$ cat src/hdl/arb_pkg.sv
`default_nettype none

package arb_pkg;

    // number of router ports sharing one output
    localparam int port_count = 8;

    // one bit per port
    // used for requests, grants, priority masks and the external priority
    typedef logic [port_count-1:0] port_vec_t;

    // reset value of the stored priority mask
    // all ones lets port 0 win first
    localparam port_vec_t mask_all_ones = '1;

    // inputs sampled together every cycle
    typedef struct packed {
        // level per port, held until granted
        port_vec_t request;
        // one-cycle strobe
        // moves the priority in the gated build
        logic      priority_en;
    } arb_req_t;

    // arbiter result, valid in the same cycle as the request
    typedef struct packed {
        // one-hot or zero
        port_vec_t grant;
        // high when any port is requesting
        logic      any_grant;
    } arb_grant_t;

    // prefix-OR thermometer code
    // bit i is set when any input bit at or below i is set
    // so the result is ones from the lowest set bit upwards
    // and all zeros for a zero input
    function automatic port_vec_t thermo(input port_vec_t vec);
        port_vec_t result;
        result[0] = vec[0];
        // ripple the OR upwards one position at a time
        for (int i = 1; i < port_count; i++) begin
            result[i] = result[i-1] | vec[i];
        end
        return result;
    endfunction

    // a thermometer XOR itself shifted up one place
    // leaves only its lowest set bit
    // a zero thermometer gives a zero result
    function automatic port_vec_t thermo_edge(input port_vec_t therm);
        port_vec_t shifted;
        shifted = {therm[port_count-2:0], 1'b0};
        return therm ^ shifted;
    endfunction

    // thermometer shifted up by one
    // ones strictly above the lowest set bit of the input code
    function automatic port_vec_t thermo_above(input port_vec_t therm);
        port_vec_t shifted;
        shifted = {therm[port_count-2:0], 1'b0};
        return shifted;
    endfunction

endpackage

`default_nettype wire

$ cat src/hdl/rr_grant_logic.sv
`default_nettype none

// round-robin pick for the router ports
// purely combinational, grant appears in the same cycle as the request
//
// two thermometers are built
//   one of the raw request
//   one of the request restricted to the priority window
// the masked one wins whenever some request lies inside the window,
// otherwise the pick wraps around to the lowest requesting port
module rr_grant_logic (
    // request level per port
    input  wire arb_pkg::port_vec_t  request,
    // current priority window, thermometer coded
    input  wire arb_pkg::port_vec_t  prio_mask,
    // grant and any_grant
    output arb_pkg::arb_grant_t      gnt,
    // window for the next round, ones above the winner
    output arb_pkg::port_vec_t       next_mask
);

    // index of the most significant port
    localparam int top_bit = arb_pkg::port_count - 1;

    // requests inside the priority window
    arb_pkg::port_vec_t masked_request;

    // thermometer of every request
    arb_pkg::port_vec_t req_thermo;

    // thermometer of the windowed requests
    arb_pkg::port_vec_t masked_thermo;

    // high when at least one request sits inside the window
    logic               use_masked;

    // thermometer actually used for the pick
    arb_pkg::port_vec_t sel_thermo;

    // selected thermometer moved up one place
    arb_pkg::port_vec_t shifted_thermo;

    // one-hot winner
    arb_pkg::port_vec_t grant_vec;

    // restrict to ports at or above the rotating pointer
    assign masked_request = request & prio_mask;

    // prefix-OR of both request views
    assign req_thermo    = arb_pkg::thermo(request);
    assign masked_thermo = arb_pkg::thermo(masked_request);

    // a thermometer reaches its top bit iff its input is nonzero
    assign use_masked = masked_thermo[top_bit];

    // windowed pick first, wrap to the full request otherwise
    // when nothing is requested both are zero and so is the pick
    assign sel_thermo = use_masked ? masked_thermo : req_thermo;

    // ones strictly above the winner
    // becomes the window of the next round so the winner drops to last
    assign shifted_thermo = arb_pkg::thermo_above(sel_thermo);

    // isolate the lowest set bit of the chosen thermometer
    assign grant_vec = arb_pkg::thermo_edge(sel_thermo);

    // pack the result
    always_comb begin
        gnt.grant     = grant_vec;
        // top of the raw thermometer is the OR of all requests
        gnt.any_grant = req_thermo[top_bit];
    end

    // zero when nothing was granted
    // a strobe in that cycle clears the window and the lowest port goes next
    assign next_mask = shifted_thermo;

endmodule

`default_nettype wire

$ cat src/hdl/rr_priority_state.sv
`default_nettype none

// priority pointer of the round-robin arbiter
// holds the thermometer window that the grant logic works from
//
// update rule fixed at build time
//   gated_update = 0  load on every cycle with a grant
//   gated_update = 1  load only on the priority_en strobe
//
// priority_ext_sel replaces the stored window with one built from
// priority_in, while the stored window still follows the issued grants
module rr_priority_state #(
    parameter bit gated_update = 1'b0
) (
    input  wire logic                clk,
    input  wire logic                reset,
    // some port requested this cycle
    input  wire logic                any_grant,
    // update strobe for the gated build
    input  wire logic                priority_en,
    // window derived from this cycle's winner
    input  wire arb_pkg::port_vec_t  next_mask,
    // level, picks the external window
    input  wire logic                priority_ext_sel,
    // external priority, lowest set bit marks the first port in line
    input  wire arb_pkg::port_vec_t  priority_in,
    // window handed to the grant logic
    output arb_pkg::port_vec_t       prio_mask
);

    // stored window
    arb_pkg::port_vec_t stored_mask;

    // load enable for the stored window
    logic               load_mask;

    // external window, ones at and above the lowest bit of priority_in
    arb_pkg::port_vec_t ext_mask;

    generate
        if (gated_update) begin : g_gated
            // pointer only moves when the router allows it
            // a strobe without any request clears the window
            assign load_mask = priority_en;
        end else begin : g_free
            // pointer moves after every issued grant
            // idle cycles leave it where it is
            assign load_mask = any_grant;
        end
    endgenerate

    // pointer register
    always_ff @(posedge clk or posedge reset) begin
        if (reset) begin
            // all ones, port 0 first after reset
            stored_mask <= arb_pkg::mask_all_ones;
        end else if (load_mask) begin
            // always from the grant actually issued,
            // also while the external window is in use
            stored_mask <= next_mask;
        end
    end

    // zero priority_in gives a zero window
    // the grant logic then falls back to the lowest request
    assign ext_mask = arb_pkg::thermo(priority_in);

    // window select
    always_comb begin
        if (priority_ext_sel) begin
            prio_mask = ext_mask;
        end else begin
            prio_mask = stored_mask;
        end
    end

endmodule

`default_nettype wire

$ cat src/hdl/rr_arbiter.sv
`default_nettype none

// eight-port round-robin arbiter for a NoC router output
//
// request to grant is combinational
// the priority window is registered and rotates past each winner
//
// gated_update chooses when the window moves
//   0  on every cycle with a request
//   1  only on req.priority_en
//
// priority_ext_sel swaps in a window built from priority_in
// for as long as it is held high
module rr_arbiter #(
    parameter bit gated_update = 1'b0
) (
    input  wire logic                clk,
    // asynchronous, active high
    input  wire logic                reset,
    // request levels and priority_en strobe
    input  wire arb_pkg::arb_req_t   req,
    // level, use the external priority window
    input  wire logic                priority_ext_sel,
    // external priority vector
    input  wire arb_pkg::port_vec_t  priority_in,
    // one-hot grant and any_grant
    output wire arb_pkg::arb_grant_t gnt
);

    // window from the pointer block to the pick
    wire arb_pkg::port_vec_t prio_mask;

    // window for the next round, from the pick back to the pointer
    wire arb_pkg::port_vec_t next_mask;

    // combinational pick
    rr_grant_logic grant_logic_i (
        .request   (req.request),
        .prio_mask (prio_mask),
        .gnt       (gnt),
        .next_mask (next_mask)
    );

    // pointer register with its update rule
    // any_grant and priority_en are the two candidate strobes
    rr_priority_state #(
        .gated_update (gated_update)
    ) priority_state_i (
        .clk              (clk),
        .reset            (reset),
        .any_grant        (gnt.any_grant),
        .priority_en      (req.priority_en),
        .next_mask        (next_mask),
        .priority_ext_sel (priority_ext_sel),
        .priority_in      (priority_in),
        .prio_mask        (prio_mask)
    );

endmodule

`default_nettype wire

$ cat config.mk
export PLATFORM = sky130hd
export DESIGN_NAME = rr_arbiter
export DESIGN_NICKNAME = d
export VERILOG_FILES = /design/src/hdl/arb_pkg.sv /design/src/hdl/rr_grant_logic.sv /design/src/hdl/rr_priority_state.sv /design/src/hdl/rr_arbiter.sv
export SDC_FILE = /design/constraint.sdc
export NUM_CORES = 1
export LEC_CHECK = 0
export ABC_AREA = 1
export BUFFER_PORTS_ARGS = -buffer_cell sky130_fd_sc_hd__buf_2
export CAP_MARGIN = 20
export CORE_ASPECT_RATIO = 0.8
export CORE_UTILIZATION = 44
export DETAILED_ROUTE_END_ITERATION = 8
export GPL_ROUTABILITY_DRIVEN = 0
export PLACE_DENSITY = 0.74
export SYNTH_ARGS = -nofsm -noshare
export SYNTH_HDL_FRONTEND = slang
export SYNTH_HIERARCHICAL = 1
export SYNTH_SLANG_ARGS = --single-unit
$ cat constraint.sdc
create_clock -name clk -period 1.58 [get_ports clk]
set_input_delay 0.158 -clock clk [delete_from_list [all_inputs] [get_ports clk]]
set_output_delay 0.158 -clock clk [all_outputs]
set_load 0.01 [all_outputs]
==> metrics.txt <==
# TYPE chip_impl_metric gauge
chip_impl_metric{name="grt_util_met2",unit="%"} 46.0
chip_impl_metric{name="met1_track_utilization_from_global_routing",unit="%"} 28.3
chip_impl_metric{name="async_flop_share",unit="%"} 100
chip_impl_info{name="timing_worst_setup_path_type",value="flop to output port"} 1
chip_impl_metric{name="fin_crit_sh",unit="%"} 127
chip_impl_metric{name="synth_warnings",unit=""} 6
chip_impl_metric{name="number_of_enable_flip_flop_cells_after_synthesis",unit=""} 0
chip_impl_metric{name="clockBufferDepth",unit=""} 2
chip_impl_metric{name="finalWorstPathRequiredPeriod",unit="ps"} 2000
chip_impl_info{name="globalRoute.busiestLayer",value="met2"} 1
chip_impl_metric{name="floorplan.rows",unit=""} 13
chip_impl_metric{name="maxClockFrequency",unit="GHz"} 0.500
chip_impl_metric{name="setup_violations",unit=""} 13
chip_impl_metric{name="largest_register_ff_count",unit=""} 8
chip_impl_metric{name="vdd_ir_drop_max",unit="mV"} 0.670
chip_impl_metric{name="clock_skew",unit="ps"} 1.33
chip_impl_metric{name="maximum_number_of_pins_on_one_net_before_global_route_repair",unit=""} 12
chip_impl_metric{name="cts_buffers",unit=""} 3
chip_impl_metric{name="first_pass_drt_iterations",unit=""} 4
chip_impl_info{name="status",value="finished, violations left"} 1
chip_impl_metric{name="antenna_cells_inserted",unit=""} 0
chip_impl_metric{name="grt_pass1_wl",unit="um"} 3570
chip_impl_info{name="largest_register",value="priority_state_i/stored_mask"} 1
chip_impl_metric{name="route.detailed.drc",unit=""} 0
chip_impl_metric{name="finish.utilization",unit="%"} 80.9
chip_impl_metric{name="share_of_post_route_cells_with_drive_strength_above_1",unit="%"} 62.8
chip_impl_metric{name="mappedNetlistArea",unit="um2"} 840
chip_impl_metric{name="synth_cell_types",unit=""} 28
chip_impl_metric{name="postPlaceCellArea",unit="um2"} 1180
chip_impl_metric{name="worst_ep_required_time",unit="ps"} 1420
chip_impl_metric{name="clkTransAtPathRegs",unit="ps"} 50
chip_impl_metric{name="final_slew_viol_count",unit=""} 0
chip_impl_metric{name="synth-seq-area-share",unit="%"} 25.0
chip_impl_metric{name="numPortBuffers",unit=""} 27
chip_impl_metric{name="cts.sink_count",unit=""} 8
chip_impl_info{name="reg.largest.list",value="priority_state_i/stored_mask (8)"} 1
chip_impl_info{name="clock_root_buffer",value="clkbuf_4"} 1
chip_impl_metric{name="drtIter0Drc",unit=""} 38
chip_impl_info{name="tritoncts",value="built"} 1
chip_impl_metric{name="synth_nets",unit=""} 146
chip_impl_metric{name="total_core_area",unit="um2"} 1710
chip_impl_metric{name="sum_of_overflow_across_all_layers_after_global_routing",unit=""} 0
chip_impl_metric{name="dieArea",unit="um2"} 2090
chip_impl_metric{name="arrival",unit="ps"} 1840
chip_impl_metric{name="post_synth.cell_area_avg",unit="um2"} 6.66
chip_impl_metric{name="crit_fanout",unit=""} 3
chip_impl_info{name="grt_setup_unrepaired",value="true"} 1
chip_impl_metric{name="global_route_usage_over_all_layers",unit="%"} 23.5
chip_impl_metric{name="met3_use_gr",unit="%"} 5.93
chip_impl_metric{name="post_cts_hold_buffer_count",unit=""} 0
chip_impl_metric{name="hold_viol_final",unit=""} 0
chip_impl_metric{name="final_ant_viol_nets",unit=""} 0
chip_impl_info{name="yosys_most_used_dff",value="dfstp_2"} 1
chip_impl_metric{name="boundaryPins",unit=""} 29
chip_impl_metric{name="num_vias",unit=""} 1054
chip_impl_metric{name="initial_antenna_violation_count",unit=""} 0
chip_impl_info{name="start_kind",value="flop"} 1
chip_impl_info{name="worst_setup_path_end_kind",value="output port"} 1
chip_impl_metric{name="h_tree_level_count",unit=""} 1
chip_impl_metric{name="worstSkewPairLatency",unit="ps"} 250
chip_impl_metric{name="floorplan.die.height",unit="um"} 41.1
chip_impl_metric{name="layout.filler_cells",unit=""} 118
chip_impl_metric{name="drv_cap",unit=""} 0
chip_impl_metric{name="final_nets",unit=""} 205
chip_impl_metric{name="routedWlPerCell",unit="um"} 12.9
chip_impl_metric{name="dp_slack",unit="ps"} -276
chip_impl_metric{name="die_width",unit="um"} 50.8
chip_impl_metric{name="power_density",unit="nW/um2"} 530
chip_impl_metric{name="total_leakage_power",unit="nW"} 0.749
chip_impl_metric{name="layout-area-overhead-vs-synth",unit="%"} 64.5
chip_impl_metric{name="count_of_state_elements_after_synthesis",unit=""} 8
chip_impl_metric{name="synthCells",unit=""} 126
chip_impl_info{name="violated_checks",value="setup timing"} 1
chip_impl_metric{name="grt_pass1_vias",unit=""} 887
chip_impl_metric{name="hpwlAfterDp",unit="um"} 1830
chip_impl_metric{name="setup_slack",unit="ps"} -421
chip_impl_metric{name="wl",unit="um"} 2640
chip_impl_metric{name="starting_utilization_of_the_core_area",unit="%"} 49.2
chip_impl_metric{name="post_drt_via_cell_ratio",unit=""} 5.14
chip_impl_info{name="worstHoldPathType",value="input port to async pin"} 1
chip_impl_metric{name="finish.instance_area",unit="um2"} 1380
## layout make-up
type | instances | area (um2) | share of cell area [%]
clock buffers | 3 | 22.5 | 1.63
inverters | 26 | 100 | 7.25
multi-input cells | 89 | 621 | 44.9
flip-flops and latches | 8 | 210 | 15.2
well taps | 22 | 27.5 | 1.99
repair buffers | 57 | 400 | 29.0
## power by group
part / switching [W] / total, W / internal [W]
sequential: 0.00000580 / 0.000237 / 0.000232
combinational: 0.000181 / 0.000340 / 0.000159
clock: 0.0000682 / 0.000155 / 0.0000868
total: 0.000255 / 0.000733 / 0.000478
## critical path: stages (launching register included)
cell and delay (ps):
dfstp_2 520, inv_2 40, a22oi_2 150, nand2_2 100, buf_6 120, nand4_1 110, nor2_1 80, nand4_1 170
nand2_1 90, nand2_1 60, nor2_1 30, buf_2 130
## Yosys cell counts (all sizes together), types with 2 or more instances
cell / number / area (um2)
o21ai: 8 / 43.8
inv: 25 / 93.8
buf: 4 / 25.0
nor2: 15 / 92.6
a21oi: 5 / 28.8
nand2: 36 / 148
nor3: 2 / 21.3
a22oi: 2 / 15.0
nand4: 4 / 40.0
nand3: 10 / 50.1
dfstp: 8 / 210
mux2: 2 / 22.5
## path summary, 6_finish.rpt
kind / startpoint / to / slack [ps] / cells past startpoint
setup / recovery: priority_state_i/stored_mask[2] / gnt[4] / -420 / 11
hold / removal: reset / priority_state_i/stored_mask[0] / 100 / 2
setup reg to reg: priority_state_i/stored_mask[0] / priority_state_i/stored_mask[3] / -150 / 13
hold reg to reg: priority_state_i/stored_mask[1] / priority_state_i/stored_mask[1] / 480 / 2
max in group asynchronous: reset / priority_state_i/stored_mask[4] / 1450 / 2
min in group clk: req[8] / priority_state_i/stored_mask[4] / 270 / 4
## routing by layer
layer / routed length, um / part of all wire, %
met5: 0 / 0
met4: 18 / 0.68
met3: 166 / 6.3
met2: 1340 / 51
met1: 1110 / 42
## metrics by stage
stage / TNS, ps / power (W) / hold WS, ps / instances
floorplan: -7.76 / 0.000380 / 201 / 126
global placement: -2360 / 0.000507 / 376 / 196
detailed placement: -2780 / 0.000514 / 399 / 196
CTS: -2670 / 0.000693 / 123 / 202
global route: -4820 / 0.000783 / 137 / 205
finish: -3170 / 0.000733 / 104 / 205
## layout by cell type (no fill, tap or decap), types with 2 or more instances in the layout
cell type / synthesis / layout
buf_4: 2 / 25
buf_2: 2 / 25
nand2_1: 31 / 21
inv_1: 24 / 19
nand2_2: 5 / 13
nor2_1: 10 / 9
dfstp_2: 8 / 8
nand3_1: 10 / 6
buf_6: 0 / 6
o21ai_2: 1 / 5
inv_2: 1 / 5
nor2_4: 2 / 4
clkbuf_4: 0 / 3
nand4_1: 3 / 3
nand3_2: 0 / 3
a21oi_1: 4 / 3
nor2_2: 2 / 2
nand2_4: 0 / 2
a21oi_2: 1 / 2
o21ai_1: 1 / 2
a22oi_2: 0 / 2
## logic make-up (layout without fill, tap and decap cells)
kind of cell / count (synthesis) / in the layout / synth area share (%)
AND/OR/NAND/NOR: 68 / 69 / 44.3
buffers and inverters: 30 / 86 / 14.6
AO/OA/AOI/OAI: 17 / 17 / 13.0
flip-flops: 8 / 8 / 25.0
multiplexers: 2 / 2 / 2.68
other: 1 / 1 / 0.447
## timing repair
item / 4_1_cts / 5_1_grt
endpoints found under the setup margin: 15 / 16
resized for setup: 12 / 33
endpoints found under the hold margin: 0 / 0
buffers inserted: 2 / 7
pin swaps: 2 / 16
cloned: 1 / 0
Note: power is estimated with default switching activity, not from simulation.
